[config.mk]
export PLATFORM = sky130hd
export DESIGN_NAME = udp_hub_top
export DESIGN_NICKNAME = d
export VERILOG_FILES = /design/src/common/udp_stream_pkg.sv /design/src/common/gbe_ctrl_pkg.sv /design/src/port_switch/udp_port_classifier.sv /design/src/port_switch/udp_port_switch.sv /design/src/gbe_regs/gbe_lane_regs.sv /design/src/rtl/udp_hub_top.sv
export VERILOG_INCLUDE_DIRS = /design/src /design/src/common
export SDC_FILE = /design/constraint.sdc
export NUM_CORES = 1
export LEC_CHECK = 0
export ABC_AREA = 0
export BUFFER_PORTS_ARGS = -buffer_cell sky130_fd_sc_hd__buf_2
export CAP_MARGIN = 20
export CORE_AREA = 2 2 468 470
export DETAILED_ROUTE_END_ITERATION = 8
export DIE_AREA = 0 0 470 472
export REMOVE_ABC_BUFFERS = 1
export SETUP_SLACK_MARGIN = 0.15
export SLEW_MARGIN = 20
export SYNTH_ARGS = -nofsm -noshare
export SYNTH_HDL_FRONTEND = slang
export SYNTH_SLANG_ARGS = --single-unit
[constraint.sdc]
create_clock -name wb_clk_i -period 2.4 [get_ports wb_clk_i]
set_clock_uncertainty 0.1 [all_clocks]
set_input_delay 0.24 -clock wb_clk_i [delete_from_list [all_inputs] [get_ports wb_clk_i]]
set_output_delay 0.24 -clock wb_clk_i [all_outputs]
set_load 0.005 [all_outputs]
[src/common/udp_hub_consts.svh]
`ifndef UDP_HUB_CONSTS_SVH
`define UDP_HUB_CONSTS_SVH

// inbound packet path
`define UDP_NUM_LANES   6
`define UDP_PAYLOAD_W   64
`define UDP_KEEP_W      8

// service port table, lane 0 also catches 21616..21623
`define UDP_PORT_0      16'd21618
`define UDP_PORT_1      16'd21614
`define UDP_PORT_2      16'd21603
`define UDP_PORT_3      16'd21601
`define UDP_PORT_4      16'd21608
`define UDP_PORT_5      16'd37

// set bits are ignored in the compare
`define UDP_MASK_0      16'h0007
`define UDP_MASK_1      16'h0000
`define UDP_MASK_2      16'h0000
`define UDP_MASK_3      16'h0000
`define UDP_MASK_4      16'h0000
`define UDP_MASK_5      16'h0000

// transceiver register bank
`define GBE_NUM_LANES    2
`define GBE_DRP_SEL_BIT  13
`define GBE_LANE_SEL_BIT 2

`endif

[src/common/udp_stream_pkg.sv]
`include "udp_hub_consts.svh"

package udp_stream_pkg;

    // header as delivered by the UDP core, destination port on top
    typedef struct packed {
        logic [15:0] dest_port;
        logic [15:0] src_port;
        logic [31:0] src_addr;
    } udp_hdr_t;

    // one payload beat
    typedef struct packed {
        logic [`UDP_PAYLOAD_W-1:0] data;
        logic [`UDP_KEEP_W-1:0]    keep;
        logic                      last;
    } udp_beat_t;

    // wide enough for all six lanes
    typedef logic [2:0] lane_idx_t;

    // framing state of the port switch
    typedef enum logic [1:0] {
        IDLE,
        PASS,
        DROP
    } sw_state_e;

endpackage

[src/common/gbe_ctrl_pkg.sv]
`include "udp_hub_consts.svh"

package gbe_ctrl_pkg;

    // wishbone request into the register bank
    typedef struct packed {
        logic                      cyc;
        logic                      stb;
        logic                      we;
        logic [`GBE_DRP_SEL_BIT:0] adr;
        logic [3:0]                sel;
        logic [31:0]               dat;
    } wb_req_t;

    typedef struct packed {
        logic        ack;
        logic [31:0] dat;
    } wb_rsp_t;

    // forwarded request, window bit stripped
    typedef struct packed {
        logic                        cyc;
        logic                        stb;
        logic                        we;
        logic [`GBE_DRP_SEL_BIT-1:0] adr;
        logic [3:0]                  sel;
        logic [31:0]                 dat;
    } drp_req_t;

    typedef struct packed {
        logic        block_lock;
        logic        high_ber;
        logic [15:0] dmonitor;
    } lane_status_t;

    typedef struct packed {
        logic       eye_rst;
        logic [2:0] loopback;
    } lane_ctrl_t;

endpackage

[src/port_switch/udp_port_classifier.sv]
`timescale 1ns/100ps
`include "udp_hub_consts.svh"

module udp_port_classifier
    import udp_stream_pkg::*;
(
    input  logic [15:0] dest_port_i,
    output logic        match_o,
    output lane_idx_t   lane_o
);

    localparam logic [15:0] PORT_TABLE [`UDP_NUM_LANES] = '{
        `UDP_PORT_0, `UDP_PORT_1, `UDP_PORT_2,
        `UDP_PORT_3, `UDP_PORT_4, `UDP_PORT_5
    };

    localparam logic [15:0] MASK_TABLE [`UDP_NUM_LANES] = '{
        `UDP_MASK_0, `UDP_MASK_1, `UDP_MASK_2,
        `UDP_MASK_3, `UDP_MASK_4, `UDP_MASK_5
    };

    logic [`UDP_NUM_LANES-1:0] hit;

    // compare every entry with its don't-care bits cleared
    always_comb begin
        for (int i = 0; i < `UDP_NUM_LANES; i++) begin
            hit[i] = ((dest_port_i ^ PORT_TABLE[i]) & ~MASK_TABLE[i]) == 16'd0;
        end
    end

    // walk down so the lowest hitting entry is the one left standing
    always_comb begin
        match_o = 1'b0;
        lane_o  = '0;
        for (int i = `UDP_NUM_LANES - 1; i >= 0; i--) begin
            if (hit[i]) begin
                match_o = 1'b1;
                lane_o  = lane_idx_t'(i);
            end
        end
    end

endmodule

[src/port_switch/udp_port_switch.sv]
`timescale 1ns/100ps
`include "udp_hub_consts.svh"

module udp_port_switch
    import udp_stream_pkg::*;
(
    input  logic                            wb_clk_i,
    input  logic                            rst_n_i,
    input  udp_hdr_t                        s_hdr_i,
    input  logic                            s_hdr_valid_i,
    output logic                            s_hdr_ready_o,
    input  udp_beat_t                       s_beat_i,
    input  logic                            s_beat_valid_i,
    output logic                            s_beat_ready_o,
    output udp_hdr_t  [`UDP_NUM_LANES-1:0]  m_hdr_o,
    output logic      [`UDP_NUM_LANES-1:0]  m_hdr_valid_o,
    input  logic      [`UDP_NUM_LANES-1:0]  m_hdr_ready_i,
    output udp_beat_t [`UDP_NUM_LANES-1:0]  m_beat_o,
    output logic      [`UDP_NUM_LANES-1:0]  m_beat_valid_o,
    input  logic      [`UDP_NUM_LANES-1:0]  m_beat_ready_i
);

    sw_state_e state_q;
    lane_idx_t lane_q;
    logic      cls_match;
    lane_idx_t cls_lane;
    logic      hdr_xfer;
    logic      beat_xfer;

    udp_port_classifier u_classifier (
        .dest_port_i (s_hdr_i.dest_port),
        .match_o     (cls_match),
        .lane_o      (cls_lane)
    );

    // payload fans out to every lane, only valid picks the receiver
    assign m_hdr_o  = {`UDP_NUM_LANES{s_hdr_i}};
    assign m_beat_o = {`UDP_NUM_LANES{s_beat_i}};

    always_comb begin
        m_hdr_valid_o  = '0;
        m_beat_valid_o = '0;
        s_hdr_ready_o  = 1'b0;
        s_beat_ready_o = 1'b0;
        case (state_q)
            IDLE: begin
                // unmatched headers are swallowed right away
                if (cls_match) begin
                    m_hdr_valid_o[cls_lane] = s_hdr_valid_i;
                    s_hdr_ready_o           = m_hdr_ready_i[cls_lane];
                end else begin
                    s_hdr_ready_o = 1'b1;
                end
            end
            PASS: begin
                m_beat_valid_o[lane_q] = s_beat_valid_i;
                s_beat_ready_o         = m_beat_ready_i[lane_q];
            end
            DROP: begin
                s_beat_ready_o = 1'b1;
            end
            default: begin
                s_hdr_ready_o = 1'b0;
            end
        endcase
    end

    assign hdr_xfer  = s_hdr_valid_i && s_hdr_ready_o;
    assign beat_xfer = s_beat_valid_i && s_beat_ready_o;

    always_ff @(posedge wb_clk_i) begin
        if (!rst_n_i) begin
            state_q <= IDLE;
            lane_q  <= '0;
        end else begin
            if (state_q == IDLE && hdr_xfer) begin
                state_q <= cls_match ? PASS : DROP;
                lane_q  <= cls_lane;
            end else if (state_q != IDLE && beat_xfer && s_beat_i.last) begin
                state_q <= IDLE;
            end
        end
    end

    // one destination for the whole packet, header and beats alike
    a_one_lane: assert property (@(posedge wb_clk_i) disable iff (!rst_n_i)
        $onehot0(m_hdr_valid_o | m_beat_valid_o) && !(|m_hdr_valid_o && |m_beat_valid_o));

    a_no_beat_in_idle: assert property (@(posedge wb_clk_i) disable iff (!rst_n_i)
        (state_q == IDLE) |-> (m_beat_valid_o == '0));

endmodule

[src/gbe_regs/gbe_lane_regs.sv]
`timescale 1ns/100ps
`include "udp_hub_consts.svh"

module gbe_lane_regs
    import gbe_ctrl_pkg::*;
(
    input  logic                               wb_clk_i,
    input  logic                               rst_n_i,
    input  wb_req_t                            gtp_req_i,
    output wb_rsp_t                            gtp_rsp_o,
    output drp_req_t                           drp_req_o,
    input  wb_rsp_t                            drp_rsp_i,
    input  logic                               qpll_lock_i,
    input  lane_status_t [`GBE_NUM_LANES-1:0]  lane_status_i,
    output logic                               gbe_rst_o,
    output lane_ctrl_t   [`GBE_NUM_LANES-1:0]  lane_ctrl_o
);

    logic                              drp_sel;
    logic                              lane_sel;
    logic                              local_stb;
    logic                              gbe_rst_q;
    lane_ctrl_t [`GBE_NUM_LANES-1:0]   lane_ctrl_q;
    logic                              ack_q;
    logic [31:0]                       status_q;
    logic [31:0]                       status_word [`GBE_NUM_LANES];

    assign drp_sel   = gtp_req_i.adr[`GBE_DRP_SEL_BIT];
    assign lane_sel  = gtp_req_i.adr[`GBE_LANE_SEL_BIT];
    assign local_stb = gtp_req_i.cyc && gtp_req_i.stb && !drp_sel;

    // upper half of the space goes straight to the DRP bridge
    assign drp_req_o.cyc = gtp_req_i.cyc && drp_sel;
    assign drp_req_o.stb = drp_req_o.cyc;
    assign drp_req_o.we  = gtp_req_i.we;
    assign drp_req_o.adr = gtp_req_i.adr[`GBE_DRP_SEL_BIT-1:0];
    assign drp_req_o.sel = gtp_req_i.sel;
    assign drp_req_o.dat = gtp_req_i.dat;

    assign gtp_rsp_o.ack = drp_sel ? drp_rsp_i.ack : (ack_q && gtp_req_i.cyc);
    assign gtp_rsp_o.dat = drp_sel ? drp_rsp_i.dat : status_q;

    // per-lane status layout
    always_comb begin
        for (int i = 0; i < `GBE_NUM_LANES; i++) begin
            status_word[i] = {lane_status_i[i].dmonitor,
                              5'd0,
                              lane_ctrl_q[i].loopback,
                              3'd0,
                              lane_ctrl_q[i].eye_rst,
                              lane_status_i[i].high_ber,
                              lane_status_i[i].block_lock,
                              qpll_lock_i,
                              gbe_rst_q};
        end
    end

    always_ff @(posedge wb_clk_i) begin
        if (!rst_n_i) begin
            gbe_rst_q   <= 1'b0;
            lane_ctrl_q <= '0;
            ack_q       <= 1'b0;
            status_q    <= '0;
        end else begin
            ack_q <= local_stb;
            if (local_stb && gtp_req_i.we) begin
                if (gtp_req_i.sel[0]) begin
                    gbe_rst_q                   <= gtp_req_i.dat[0];
                    lane_ctrl_q[lane_sel].eye_rst <= gtp_req_i.dat[4];
                end
                if (gtp_req_i.sel[1]) begin
                    lane_ctrl_q[lane_sel].loopback <= gtp_req_i.dat[10:8];
                end
            end
            // snapshot taken in the strobe cycle, presented with the ack
            if (local_stb && !gtp_req_i.we) begin
                status_q <= status_word[lane_sel];
            end
        end
    end

    assign gbe_rst_o   = gbe_rst_q;
    assign lane_ctrl_o = lane_ctrl_q;

    a_local_ack: assert property (@(posedge wb_clk_i) disable iff (!rst_n_i)
        (!drp_sel && gtp_rsp_o.ack) |-> (gtp_req_i.cyc && $past(local_stb)));

    a_drp_window: assert property (@(posedge wb_clk_i) disable iff (!rst_n_i)
        drp_req_o.cyc |-> gtp_req_i.adr[`GBE_DRP_SEL_BIT]);

endmodule

[src/rtl/udp_hub_top.sv]
`timescale 1ns/100ps
`include "udp_hub_consts.svh"

module udp_hub_top
    import udp_stream_pkg::*;
    import gbe_ctrl_pkg::*;
(
    input  logic                                 wb_clk_i,
    input  logic                                 rst_n_i,
    // inbound packet stream
    input  udp_hdr_t                             s_hdr_i,
    input  logic                                 s_hdr_valid_i,
    output logic                                 s_hdr_ready_o,
    input  udp_beat_t                            s_beat_i,
    input  logic                                 s_beat_valid_i,
    output logic                                 s_beat_ready_o,
    // per-service output lanes
    output udp_hdr_t  [`UDP_NUM_LANES-1:0]       m_hdr_o,
    output logic      [`UDP_NUM_LANES-1:0]       m_hdr_valid_o,
    input  logic      [`UDP_NUM_LANES-1:0]       m_hdr_ready_i,
    output udp_beat_t [`UDP_NUM_LANES-1:0]       m_beat_o,
    output logic      [`UDP_NUM_LANES-1:0]       m_beat_valid_o,
    input  logic      [`UDP_NUM_LANES-1:0]       m_beat_ready_i,
    // register bus and DRP window
    input  wb_req_t                              gtp_req_i,
    output wb_rsp_t                              gtp_rsp_o,
    output drp_req_t                             drp_req_o,
    input  wb_rsp_t                              drp_rsp_i,
    // PHY side
    input  logic                                 qpll_lock_i,
    input  lane_status_t [`GBE_NUM_LANES-1:0]    lane_status_i,
    output logic                                 gbe_rst_o,
    output lane_ctrl_t   [`GBE_NUM_LANES-1:0]    lane_ctrl_o
);

    udp_port_switch u_port_switch (
        .wb_clk_i       (wb_clk_i),
        .rst_n_i        (rst_n_i),
        .s_hdr_i        (s_hdr_i),
        .s_hdr_valid_i  (s_hdr_valid_i),
        .s_hdr_ready_o  (s_hdr_ready_o),
        .s_beat_i       (s_beat_i),
        .s_beat_valid_i (s_beat_valid_i),
        .s_beat_ready_o (s_beat_ready_o),
        .m_hdr_o        (m_hdr_o),
        .m_hdr_valid_o  (m_hdr_valid_o),
        .m_hdr_ready_i  (m_hdr_ready_i),
        .m_beat_o       (m_beat_o),
        .m_beat_valid_o (m_beat_valid_o),
        .m_beat_ready_i (m_beat_ready_i)
    );

    gbe_lane_regs u_lane_regs (
        .wb_clk_i      (wb_clk_i),
        .rst_n_i       (rst_n_i),
        .gtp_req_i     (gtp_req_i),
        .gtp_rsp_o     (gtp_rsp_o),
        .drp_req_o     (drp_req_o),
        .drp_rsp_i     (drp_rsp_i),
        .qpll_lock_i   (qpll_lock_i),
        .lane_status_i (lane_status_i),
        .gbe_rst_o     (gbe_rst_o),
        .lane_ctrl_o   (lane_ctrl_o)
    );

endmodule

Word-level counts from Yosys, hierarchy flattened. Cells that the tools add are included.

Add/sub/neg operators: 0. $mul: 0. Div/mod/pow operators: 0. Magnitude comparators: 7. Eq/ne operators: 2. Shift operators: 0. Multiplexer cells: 44. Bitwise gates (word level): 9. Reductions and logical operators: 26.

Operators by type and width (number): two-way mux 32 bit (4); zero test 16 bit (6); two-way mux 8 bit (4); two-way mux 3 bit (7); two-way mux 6 bit (3); bitwise mux 8 bit (2); logical AND 1 bit (14); NOT 7 bit (2); two-way mux 1 bit (13); bitwise AND 6 bit (2); NOT 6 bit (2); demux 4 bit (select 1 bit) (2); less-than comparator 3 x 4 -> 1 bit, second input constant (2); NOT 8 bit (1); binary-select mux 1 bit (select 3 bit) (2); demux 1 bit (select 3 bit) (2); greater-or-equal comparator 3 x 1 -> 1 bit, second input constant (2); two-way mux 2 bit (3); two-way mux 4 bit (1); nonzero test 2 bit (2); NOT 3 bit (1); == test 2 x 1 -> 1 bit, second input constant (1); == test 2 bit, second input constant (1); greater-or-equal comparator 2 bit, second input constant (1); other kinds (7) (8).

Bits in registers: 47. Latch bits: 0. Bits in writable memories: 0. ROM bits: 0. Bits of input ports: 276. Output and inout port bits: 930. Logic and storage cells: 97. Memories: 0.

Depth between registers and ports, before layout. Gate-level depths: netlist of the first run.

Depth in word-level cells: 15. Depth in mapped cells: 7. Mapped depth without buffers: 7.

By module. Synthesis of the first run repeated with hierarchy kept, for this count alone.

Cells, all modules: 1152. Area total of the unflattened synthesis: 9208.8 sq um.

By module, submodules not included: udp_port_switch (times used 1, cells each 892, area an instance 6726.5 sq um, seq. area each 100.1 sq um); gbe_lane_regs (times used 1, cells each 239, area an instance 2298.5 sq um, seq. area each 680.7 sq um); udp_port_classifier (times used 1, cells each 21, area an instance 183.9 sq um, seq. area each 0.0 sq um).

Worst setup path before layout of the first run. No wires, ideal clock.

Kind: input to register. Start point: in s_hdr_i[55] in the netlist's numbering. End point: reg u_port_switch.lane_q[1]. Setup time: 0.115 ns. Arrival time: 2.074 ns. Required time: 2.185 ns. Path slack: 0.111 ns. Cell stages on the path: 6. Buffers on the path: 0. Cell sequence: or4b_4 -> or2_1 -> or4b_4 -> nand2b_4 -> o2111a_1 -> o21a_1.

Word-level cells in the longest chain between the ends: 13. Elaborated cells between the ends (all ways): 24. Those cells by class: mux (16); reduce/logical (8).

Ends and longest elaborated chain: start: declaration (RTL line udp_hub_top.sv:11) `input udp_hdr_t s_hdr_i,`; zero test 16 bit (RTL line udp_port_classifier.sv:27) `hit[i] = ((dest_port_i ^ PORT_TABLE[i]) & ~MASK_TABLE[i]) == 16'd0;`; two-way mux 3 bit (6 in series) (RTL line udp_port_classifier.sv:36) `if (hit[i]) begin`; binary-select mux 1 bit (select 3 bit) (RTL line udp_port_switch.sv:50) `s_hdr_ready_o = m_hdr_ready_i[cls_lane];`; two-way mux 1 bit (implied by the code) (RTL line udp_port_switch.sv:50); two-way mux 1 bit (RTL line udp_port_switch.sv:48) `if (cls_match) begin`; two-way mux 1 bit (RTL line udp_port_switch.sv:45) `case (state_q)`; logical AND 1 bit (RTL line udp_port_switch.sv:68) `assign hdr_xfer = s_hdr_valid_i && s_hdr_ready_o;`; logical AND 1 bit (RTL line udp_port_switch.sv:76) `if (state_q == IDLE && hdr_xfer) begin`; end signal: assignment (RTL line udp_port_switch.sv:78) `lane_q <= cls_lane;`; end: declaration (RTL line udp_port_switch.sv:24) `lane_idx_t lane_q;`.

Parallel ways exist; a longest one is shown, timed or not. The select of a mux whose other input is x is not followed. A chain may end at the register's enable or synchronous reset.

Worst setup path after layout of the first run.
Start point: in s_hdr_i[55] in the netlist's numbering. End point: out m_hdr_valid_o[0].

Word-level cells in the longest chain between the ends: 14. Elaborated cells between the ends (all ways): 26. Those cells by class: order compare (2); mux (16); bitwise (1); reduce/logical (7).

Ends and longest elaborated chain: zero test 16 bit (RTL line udp_port_classifier.sv:27); two-way mux 3 bit (6 in series) (RTL line udp_port_classifier.sv:36); less-than comparator 3 x 4 -> 1 bit (implied by the code) / greater-or-equal comparator 3 x 1 -> 1 bit (equally long branches) (RTL line udp_port_switch.sv:49) `m_hdr_valid_o[cls_lane] = s_hdr_valid_i;`; logical AND 1 bit (implied by the code) (RTL line udp_port_switch.sv:49); two-way mux 1 bit (implied by the code) (RTL line udp_port_switch.sv:49); demux 1 bit (select 3 bit); bitwise AND 6 bit (no source line); two-way mux 6 bit (*) (RTL line udp_port_switch.sv:48); two-way mux 6 bit (*) (RTL line udp_port_switch.sv:45); end: declaration (RTL line udp_hub_top.sv:19) `` output logic [`UDP_NUM_LANES-1:0] m_hdr_valid_o, ``.

Every way passes the cells marked *; elsewhere a longest branch is shown, timed or not.

==> metrics.txt, run 1 <==
outcome finished, violations left; violated checks negative setup slack; Slew HR 0.527; GPL Wtd Cong 0.767; 1st-iter DRT viols 520; maxcap violations 0; Worst Max-Slew Pin Slew 0.710 ns; post-DR wirelength/cell 36.4 µm; vias per std cell 1.68; core area 217000 µm²; Post-synth top flop dfxtp_1; DRT antenna net count 0; Core Util, Final 0.0388; first-pass GRT wire length 142000 µm; Synth Warn # 0; deepest clock path buffer count 2; minimum clock period 2.57 ns; count of final hold-check violations 0; Tot GR Track Use 0.110; WP data arrival 2.23 ns; Min-Delay Path Class in2reg; LEAKAGE 2.84 nW; hold bufs inserted after CTS 0; I/O pin total 1206; reg2reg start u_port_switch.state_q[0]; share of the yosys chip area belonging to registers 0.0850; Chip Height 472 µm; share of cells above drive strength 1 0.640; Highest Clock Rate 389 MHz; setup ws final -0.172 ns; Initial Util 0.0424; CP startpoint s_hdr_i[55]; crit path launch type primary input; CP Max Fanout 3; final number of setup-violating endpoints 6; Worst-path clk slew 0.08 ns; Rows 171; syn_area_per_cell 7.85 µm²; Worst-Skew Late Latency 0.32 ns; Distinct cells, synth 41; cell count after synthesis 1170; R2R depth 9; Num CTS Buffers 5; power after layout 2.21 mW; Clock H-tree levels 2; vias in the first global route 4937; clk root buf clkbuf_16; clk sinks 39; hold endpoint u_lane_regs.lane_ctrl_o[3]; flop2flop setup slack 0.52 ns; Overflow after GRT 0; Power Density 263 nW/µm²; hold wc startpoint gtp_req_i[4]; DP HPWL 115000 µm; Tcrit/Tclk final 1.07; Async SR Flop Fraction 0; initial antenna violation count 24; kind of critical path in2out; NumNets Final 909; Slew Viols, Final 0; die footprint 222000 µm²; drt pass-1 iters 6; post-route non-filler standard cell count 3499; crit path capture type output port; Detailed Route WL 127000 µm; required time worst endpoint 2.06 ns; EDFF count, synth 0; area of the mapped netlist 9180 µm²; Placed Cells 3471; CTS tree yes; dpl ws -0.327 ns; Hold Slack 0.0854 ns; P&R area growth vs syn -8.54%; RSZ-0062 raised after global routing true; peak supply drop 0.000225 V; #FFs+latches synth 39; number of port buffers 283; Die W 470 µm; pin count of the biggest net entering global routing 41; worst r2r dst u_port_switch.state_q[0]; via count 5861; Residual DRC 0; hold path cells 3
## layout by cell type (no fill, tap or decap), types with 4 or more instances in the layout
master,synthesis,routed
buf_2,0,279
buf_4,873,55
nand2_1,40,40
dfxtp_1,39,38
mux2i_1,36,35
mux2_2,24,24
o211a_1,23,22
diode_2,0,14
nor2_1,16,14
and2_1,12,11
o21ai_0,13,9
o211ai_1,7,7
nor2b_1,7,7
buf_6,0,6
inv_1,6,5
nor3_1,7,5
clkbuf_16,0,5
nand3_1,5,4
a21boi_0,4,4
buf_12,0,4
## cell usage after synthesis, types with 2 or more instances
cell	number	area (µm²)
o41ai_1	2	17.5
inv_1	6	22.5
o211a_1	23	230
o21a_1	3	22.5
mux2i_1	36	360
nor2b_1	7	43.8
o211ai_1	7	52.6
or4b_4	3	41.3
clkbuf_1	14	52.6
nor3_1	7	35.0
nand2_1	40	150
nand4_1	3	18.8
o21ai_0	13	65.1
or3b_2	2	17.5
nor2_1	16	60.1
mux2_2	24	270
buf_1	4	15.0
nand3_1	5	25.0
nand2b_1	3	18.8
buf_4	873	6550
dfxtp_1	39	781
a21oi_1	3	15.0
a21boi_0	4	30.0
ha_1	3	37.5
nand3b_1	3	22.5
and2_1	12	75.1
## through the flow
step	TNS (ns)	cell area (µm²)
6_report	-0.694	8400
3_3_place_gp	-2.68	8020
5_1_grt	-1.36	8370
2_1_floorplan	-19.79	2560
4_1_cts	-0.827	8300
3_5_place_dp	-2.69	8020
## critical path: stages
cell and delay (ns):
buf_6 0.09, or4b_4 0.60, or2_4 0.27, or4b_4 0.50
buf_4 0.16, nand3_4 0.07, buf_12 0.12, nor2_1 0.05
buf_2 0.12
## how the worst max path moves through the flow
stage | cells after the start | endpoint
final | 9 | m_hdr_valid_o[0]
after global routing | 7 | s_hdr_ready_o
after CTS | 7 | s_hdr_ready_o
after detailed placement | 7 | s_hdr_ready_o
after global placement | 7 | s_hdr_ready_o
after floorplan | 3 | u_lane_regs.status_q[0]
## cells by family (layout without fill, tap and decap cells)
group           after synthesis  in the layout  share of synthesized area
simple gates                112            112                     0.0664
other cells                   0             14                          0
buf+inv                     897            358                      0.723
flops                        39             39                     0.0850
fa+ha+maj                     3              3                    0.00409
mux                          60             60                     0.0687
compound gates               59             59                     0.0525
## state kept, by name, summed over array words and instances, names as in the netlist
| signal | flops |
|---|---|
| u_lane_regs.ack_q | 1 |
| u_lane_regs.status_q | 24 |
| u_lane_regs.lane_ctrl_o | 8 |
| u_port_switch.lane_q | 3 |
| u_port_switch.state_q | 2 |
| u_lane_regs.gbe_rst_o | 1 |
## power by group
part | switching (mW) | internal [mW] | total (mW)
logic | 0.369 | 0.304 | 0.674
clock network | 0.372 | 0.493 | 0.866
registers | 0.0100 | 0.663 | 0.673
total | 0.752 | 1.46 | 2.21
## routing by layer
layer / track usage / part of all wire
met1: 0.0700 / 0.23
met2: 0.203 / 0.53
met3: 0.0886 / 0.16
met4: 0.0726 / 0.079
met5: 0.0227 / 0.0051
## timing repair
action | in CTS | in global routing
setup buffers | 4 | 2
pin swaps | 5 | 5
cloned | 0 | 0
resized for setup | 24 | 10
setup endpoints to repair | 13 | 13
## area by class of cell
| class | instances | area [µm²] |
|---|---|---|
| Fill cell | 25800 | 208000 |
| Tap cell | 2854 | 3570 |
| Timing Repair Buffer | 344 | 1960 |
| Multi-Input combinational cell | 234 | 1860 |
| Sequential cell | 39 | 785 |
| Clock buffer | 5 | 125 |
| Clock inverter | 3 | 43.8 |
| Antenna cell | 14 | 35.0 |
| Inverter | 6 | 22.5 |
No activity file was read; power rests on OpenSTA's default activity.
==> inputs of run 2 (changes only) <==
- SYNTH_HIERARCHICAL: unset -> 1
==> run 2 against run 1 <==
  * The flow still finishes with violations (negative setup slack)
  * Combinational power hardly changed
  * Non-clock buffer count is 1 higher
  * Cell count is 0.89% lower
  * Maximum frequency is 15% lower
  * Count of clock-buffer cells in the layout is 1 higher
  * Area after synthesis is 0.27% higher
  * Via count is 0.44% lower
  * Worst hold slack worse by 0.0019 ns
  * Setup slack worse by 0.44 ns
  * First-iteration DRC count is 13% higher
  * Critical endpoint is now s_hdr_ready_o
  * Highest routed layer unchanged
==> metrics.txt, run 2 <==
outcome finished, violations left; violated checks negative setup slack; Async SR Flop Fraction 0; Residual DRC 0; Slowest cell on crit path o41a_4; Slew HR 0.638; NumNets Final 889; peak supply drop 0.000215 V; Synth Warn # 6; Power Density 254 nW/µm²; Worst-Skew Late Latency 0.33 ns; 1st-iter DRT viols 587; Overflow after GRT 0; setup ws final -0.612 ns; Worst Max-Slew Pin Slew 0.538 ns; RSZ-0062 raised after global routing true; Cell Int Power 1.34 mW; share of the yosys chip area belonging to registers 0.0848; area of the mapped netlist 9210 µm²; maxcap violations 0; first-pass GRT wire length 143000 µm; xor/xnor cell area share of the yosys netlist 0.000951; drt pass-1 iters 4; deepest clock path buffer count 2; Rows 171; R2R depth 7; worst r2r dst u_port_switch/lane_q[2]; clock power share 0.367; CP startpoint s_hdr_i[53]; count of final hold-check violations 0; via count 5835; initial antenna violation count 17; Worst-path clk slew 0.11 ns; syn_area_per_cell 7.99 µm²; clk sinks 39; #FFs+latches synth 39; Hold Slack 0.0835 ns; simple-gate share of the synthesized area 0.0656; most common cell in the netlist buf_4; EDFF count, synth 0; multiplexer share of the synthesized area 0.0739; vias in the first global route 5052; Highest Clock Rate 332 MHz; area leader, netlist buf_4; Post-synth top flop dfxtp_1; commonest non-fill, non-tap cell in the layout buf_2; Reg with most FFs u_lane_regs/status_q; Slew Viols, Final 0; power after layout 2.12 mW; Initial Util 0.0425; CP Max Fanout 5; DP HPWL 115000 µm; synth top area cells buf_4 (71%), dfxtp_1 (8.5%), mux2i_1 (4.5%); P&R area growth vs syn -9.38%; Min-Delay Path Class in2reg; die footprint 222000 µm²; crit path cell chain buf_8 -> buf_12 -> nor4b_4 -> buf_12 -> nand2_4 -> or3_4 -> o41ai_2 -> buf_4 -> mux2i_1 -> nor2_2 -> o41a_4 -> buf_8; setup TNS -3.74 ns; share of cells above drive strength 1 0.661; Psw 0.777 mW; final number of setup-violating endpoints 12; CP endpoint s_hdr_ready_o; clk root buf clkbuf_16; crit path launch type primary input; Detailed Route WL 129000 µm; Clock H-tree levels 2; Commonest cells post-synth buf_4 (874), nand2_1 (45), mux2i_1 (41); reg2reg start u_port_switch/state_q[0]; Largest stage delay, worst path 0.52 ns; sw frac 0.366; Num CTS Buffers 5; Comb pwr share 0.316; CTS tree yes; post-DR wirelength/cell 37.1 µm; Tcrit/Tclk final 1.25; Post-Synth Adder-Cell Area 0.00408; largest family of logic cells by synthesized area buffers and inverters; post-synthesis compound-gate area fraction 0.0405; sequential power share 0.317; minimum clock period 3.01 ns; I/O pin total 1206; Chip Height 472 µm; top-area cell type share of the netlist area 0.713; DRT antenna net count 0; commonest non-fill, non-tap cells in the layout buf_2 (279), buf_4 (51), nand2_1 (45), mux2i_1 (39), dfxtp_1 (36); kind of critical path in2out; cell count after synthesis 1152; vias per std cell 1.68; LEAKAGE 2.85 nW; core area 217000 µm²; pin count of the biggest net entering global routing 38; flop2flop setup slack 0.73 ns; WP data arrival 2.67 ns; Tot GR Track Use 0.110; number of port buffers 283; Distinct cells, synth 48; required time worst endpoint 2.06 ns; crit path capture type output port; Die W 470 µm; max reg flops 24; GPL Wtd Cong 0.808
run 2: changes by cell type after synthesis, moves of 4 or more:
cell      change
buf_1         -4
nor2_1        -9
mux2i_1       +5
o21ai_0      -11
o211ai_1      -7
nand2_1       +5
buf_2         +7
clkbuf_1      -9
buf_6         +8
a21boi_0      -4
run 2: critical path, delay by kind of cell:
kind	cells	cell delay (ns)
buffers and inverters	5	0.72
muxes	1	0.21
AOI/OAI and AO/OA	2	0.73
and+or+nand+nor	4	0.74
run 2: what timing repair did:
item,4_1_cts,5_1_grt
resized for setup,31,9
endpoints found under the setup margin,13,13
setup buffers,5,0
hold buffers,0,0
pin swaps,7,3
run 2: per-stage QoR:
stage,area [µm²],cells,setup slack [ns],utilization
after global routing,8340,3465,-0.764,0.0385
after floorplan,2500,258,-0.436,-
after detailed placement,7990,3452,-1.01,0.0369
after CTS,8300,3465,-0.745,0.0384
after global placement,7990,3452,-0.997,0.0369
final,8350,3468,-0.612,0.0385
run 2: area by class of cell:
type | count | area (µm²)
clock inverter | 2 | 12.5
multi-input combinational | 214 | 1810
tap | 2854 | 3570
timing repair buffer | 345 | 2010
fill | 25800 | 208000
inverter | 5 | 18.8
clock buffer | 6 | 129
sequential | 39 | 787
antenna | 3 | 7.51
run 2: how the worst min path moves through the flow:
stage,endpoint,from,slack [ns],depth (start not counted)
after floorplan,u_lane_regs/status_q[0],rst_n_i,0.27,1
after global placement,u_lane_regs/lane_ctrl_o[3],u_lane_regs/lane_ctrl_o[3],0.36,2
after detailed placement,u_lane_regs/lane_ctrl_o[7],u_lane_regs/lane_ctrl_o[7],0.37,2
after CTS,u_lane_regs/lane_ctrl_o[7],gtp_req_i[4],0.05,3
after global routing,u_lane_regs/lane_ctrl_o[7],gtp_req_i[4],0.11,3
final,u_lane_regs/lane_ctrl_o[7],gtp_req_i[4],0.08,3
run 2: power groups by stage:
stage	Sequential, mW	Combinational, mW	Clock, mW
6_report	0.672	0.671	0.779
5_1_grt	0.673	0.722	0.847
4_1_cts	0.672	0.697	0.860
3_5_place_dp	0.688	0.682	0
3_3_place_gp	0.687	0.683	0
2_1_floorplan	0.685	0.130	0
run 2: cells by family (layout without fill, tap and decap cells):
logic type                 after synthesis  after routing
DFF                                     39             39
adders and majority gates                3              3
other                                    0              3
muxes                                   65             65
buffers and inverters                  899            358
xor gates and xnor gates                 1              1
and+or+nand+nor                        106            106
AOI/OAI and AO/OA                       39             39
run 2: layer usage:
layer	part of all wire	vias to the layer above	routed length, µm	global-route usage
met2	0.53	1152	68200	0.205
met4	0.070	25	9020	0.0648
met5	0.0048	-	613	0.0212
met1	0.24	2771	31200	0.0786
li1	-	1680	-	-
met3	0.15	207	19600	0.0775
==> inputs of run 3 (changes only) <==
--- a/constraint.sdc
+++ b/constraint.sdc
@@ -4,2 +4,2 @@
 set_output_delay 0.24 -clock wb_clk_i [all_outputs]
-set_load 0.005 [all_outputs]
+set_load 0.02 [all_outputs]
==> run 3 against run 2 <==
  * The flow still finishes with violations (negative setup slack)
  * Maximum frequency shrank 0.15%
  * Highest routed layer unchanged
  * Non-clock buffer count increased by 5
  * Setup slack lost 0.0047 ns
  * Combinational power rose by 25%
  * Register-to-register slack better by 0.02 ns
  * Count of clock-buffer cells in the layout fell by 1
  * Largest cell class unchanged
  * Die area stayed put
  * Global-route usage about the same
  * Flip-flop and latch count unchanged
  * First-iteration DRC count rose by 0.34%
  * Sequential power hardly changed
==> metrics.txt, run 3 (same netlist as run 2, synthesis figures left out) <==
DRT antenna net count 0; power after layout 2.39 mW; CP Max Fanout 5; LEAKAGE 2.91 nW; I/O pin total 1206; minimum clock period 3.02 ns; Num CTS Buffers 5; reg2reg start u_port_switch/state_q[1]; Slew HR 0.671; initial antenna violation count 19; R2R depth 7; Die W 470 µm; drt pass-1 iters 5; share of cells above drive strength 1 0.669; dpl ws -0.949 ns; number of port buffers 283; Residual DRC 0; pin count of the biggest net entering global routing 47; Power Density 282 nW/µm²; maxcap violations 0; kind of critical path in2out; met3 WL post-DR 20700 µm; Highest Clock Rate 332 MHz; required time worst endpoint 2.06 ns; max reg flops 24; RSZ-0062 raised after global routing true; count of final hold-check violations 0; setup ws final -0.616 ns; metal2 WL 68500 µm; WP data arrival 2.68 ns; Worst Max-Slew Pin Slew 0.493 ns; DRT met1 WL 30100 µm; hold wc startpoint gtp_req_i[4]; clk sinks 39; Tcrit/Tclk final 1.26; Min-Delay Path Class in2reg; violated checks negative setup slack; flop2flop setup slack 0.75 ns; commonest non-fill, non-tap cell in the layout buf_2; Clock H-tree levels 2; hold endpoint u_lane_regs/lane_ctrl_o[3]; Tot GR Track Use 0.111; Slew Viols, Final 0; die footprint 222000 µm²; crit path capture type output port; post-DR wirelength/cell 36.9 µm; Detailed Route WL 129000 µm; Worst-Skew Late Latency 0.33 ns; Worst-path clk slew 0.10 ns; core area 217000 µm²; CTS tree yes; Overflow after GRT 0; peak supply drop 0.000252 V; DP HPWL 115000 µm; Initial Util 0.0425; Chip Height 472 µm; deepest clock path buffer count 2; hold bufs inserted after CTS 0; first-pass GRT wire length 143000 µm; 1st-iter DRT viols 589; Fill cells 25800; commonest non-fill, non-tap cells in the layout buf_2 (274), buf_4 (58), nand2_1 (44), mux2i_1 (39), dfxtp_1 (36); clk root buf clkbuf_16; outcome finished, violations left; via count 5868; Rows 171; final number of setup-violating endpoints 12; NumNets Final 894; crit path launch type primary input; vias per std cell 1.69; GPL Wtd Cong 0.792; worst r2r dst u_port_switch/lane_q[2]; P&R area growth vs syn -7.98%; Reg with most FFs u_lane_regs/status_q; vias in the first global route 5058; max layer used met5; hold path cells 3
run 3: worst max-delay path: stages:
cell and delay, ns:
buf_8 0.08, buf_12 0.13, nor4b_4 0.26, buf_12 0.17
nand2_4 0.05, or3_4 0.37, o41ai_4 0.28, buf_4 0.20
mux2i_1 0.17, nor3_1 0.08, o41a_2 0.42, buf_12 0.16
run 3: layout make-up:
class	instances	area, µm²	share of cell area
well taps	2854	3570	0.421
repair buffers	350	2070	0.245
multi-input cells	214	1820	0.215
flip-flops and latches	39	790	0.0932
clock buffers	5	125	0.0148
clock inverters	3	43.8	0.00517
diodes	11	27.5	0.00325
inverters	5	18.8	0.00221
run 3: how the worst max path moves through the flow:
stage / from / end / slack (ns) / depth (start not counted)
global route: s_hdr_i[53] / s_hdr_ready_o / -0.75 / 12
CTS: s_hdr_i[53] / s_hdr_ready_o / -0.66 / 12
floorplan: s_hdr_i[63] / u_port_switch/lane_q[0] / -0.44 / 9
detailed placement: s_hdr_i[53] / s_hdr_ready_o / -0.95 / 12
global placement: s_hdr_i[53] / s_hdr_ready_o / -0.93 / 12
finish: s_hdr_i[53] / s_hdr_ready_o / -0.62 / 12
run 3: through the flow:
stage / area, µm² / util / std cells / TNS [ns] / hold slack [ns]
global placement: 8010 / 0.0370 / 3454 / -8.23 / 0.365
detailed placement: 8010 / 0.0370 / 3454 / -8.54 / 0.365
floorplan: 2500 / - / 258 / -2.64 / 0.268
CTS: 8380 / 0.0387 / 3469 / -4.47 / 0.0495
global route: 8450 / 0.0390 / 3470 / -5.75 / 0.120
finish: 8470 / 0.0391 / 3481 / -3.84 / 0.0966
run 3: power by group:
part / total, mW / leakage (nW) / internal (mW) / switching, mW
logic: 0.838 / 2.50 / 0.298 / 0.541
clock network: 0.884 / 0.0838 / 0.494 / 0.390
registers: 0.670 / 0.318 / 0.661 / 0.00958
total: 2.39 / 2.91 / 1.45 / 0.940
run 3: what timing repair did:
action                                  in CTS  in global routing
buffers inserted                             7                  1
endpoints found under the setup margin      13                 13
pin swaps                                    5                  3
resized for setup                           40                 12
run 3: per-layer routing:
layer | vias up | track usage
met1 | 2731 | 0.0774
met2 | 1181 | 0.206
met3 | 237 | 0.0805
met5 | - | 0.0242
li1 | 1697 | -
met4 | 22 | 0.0620
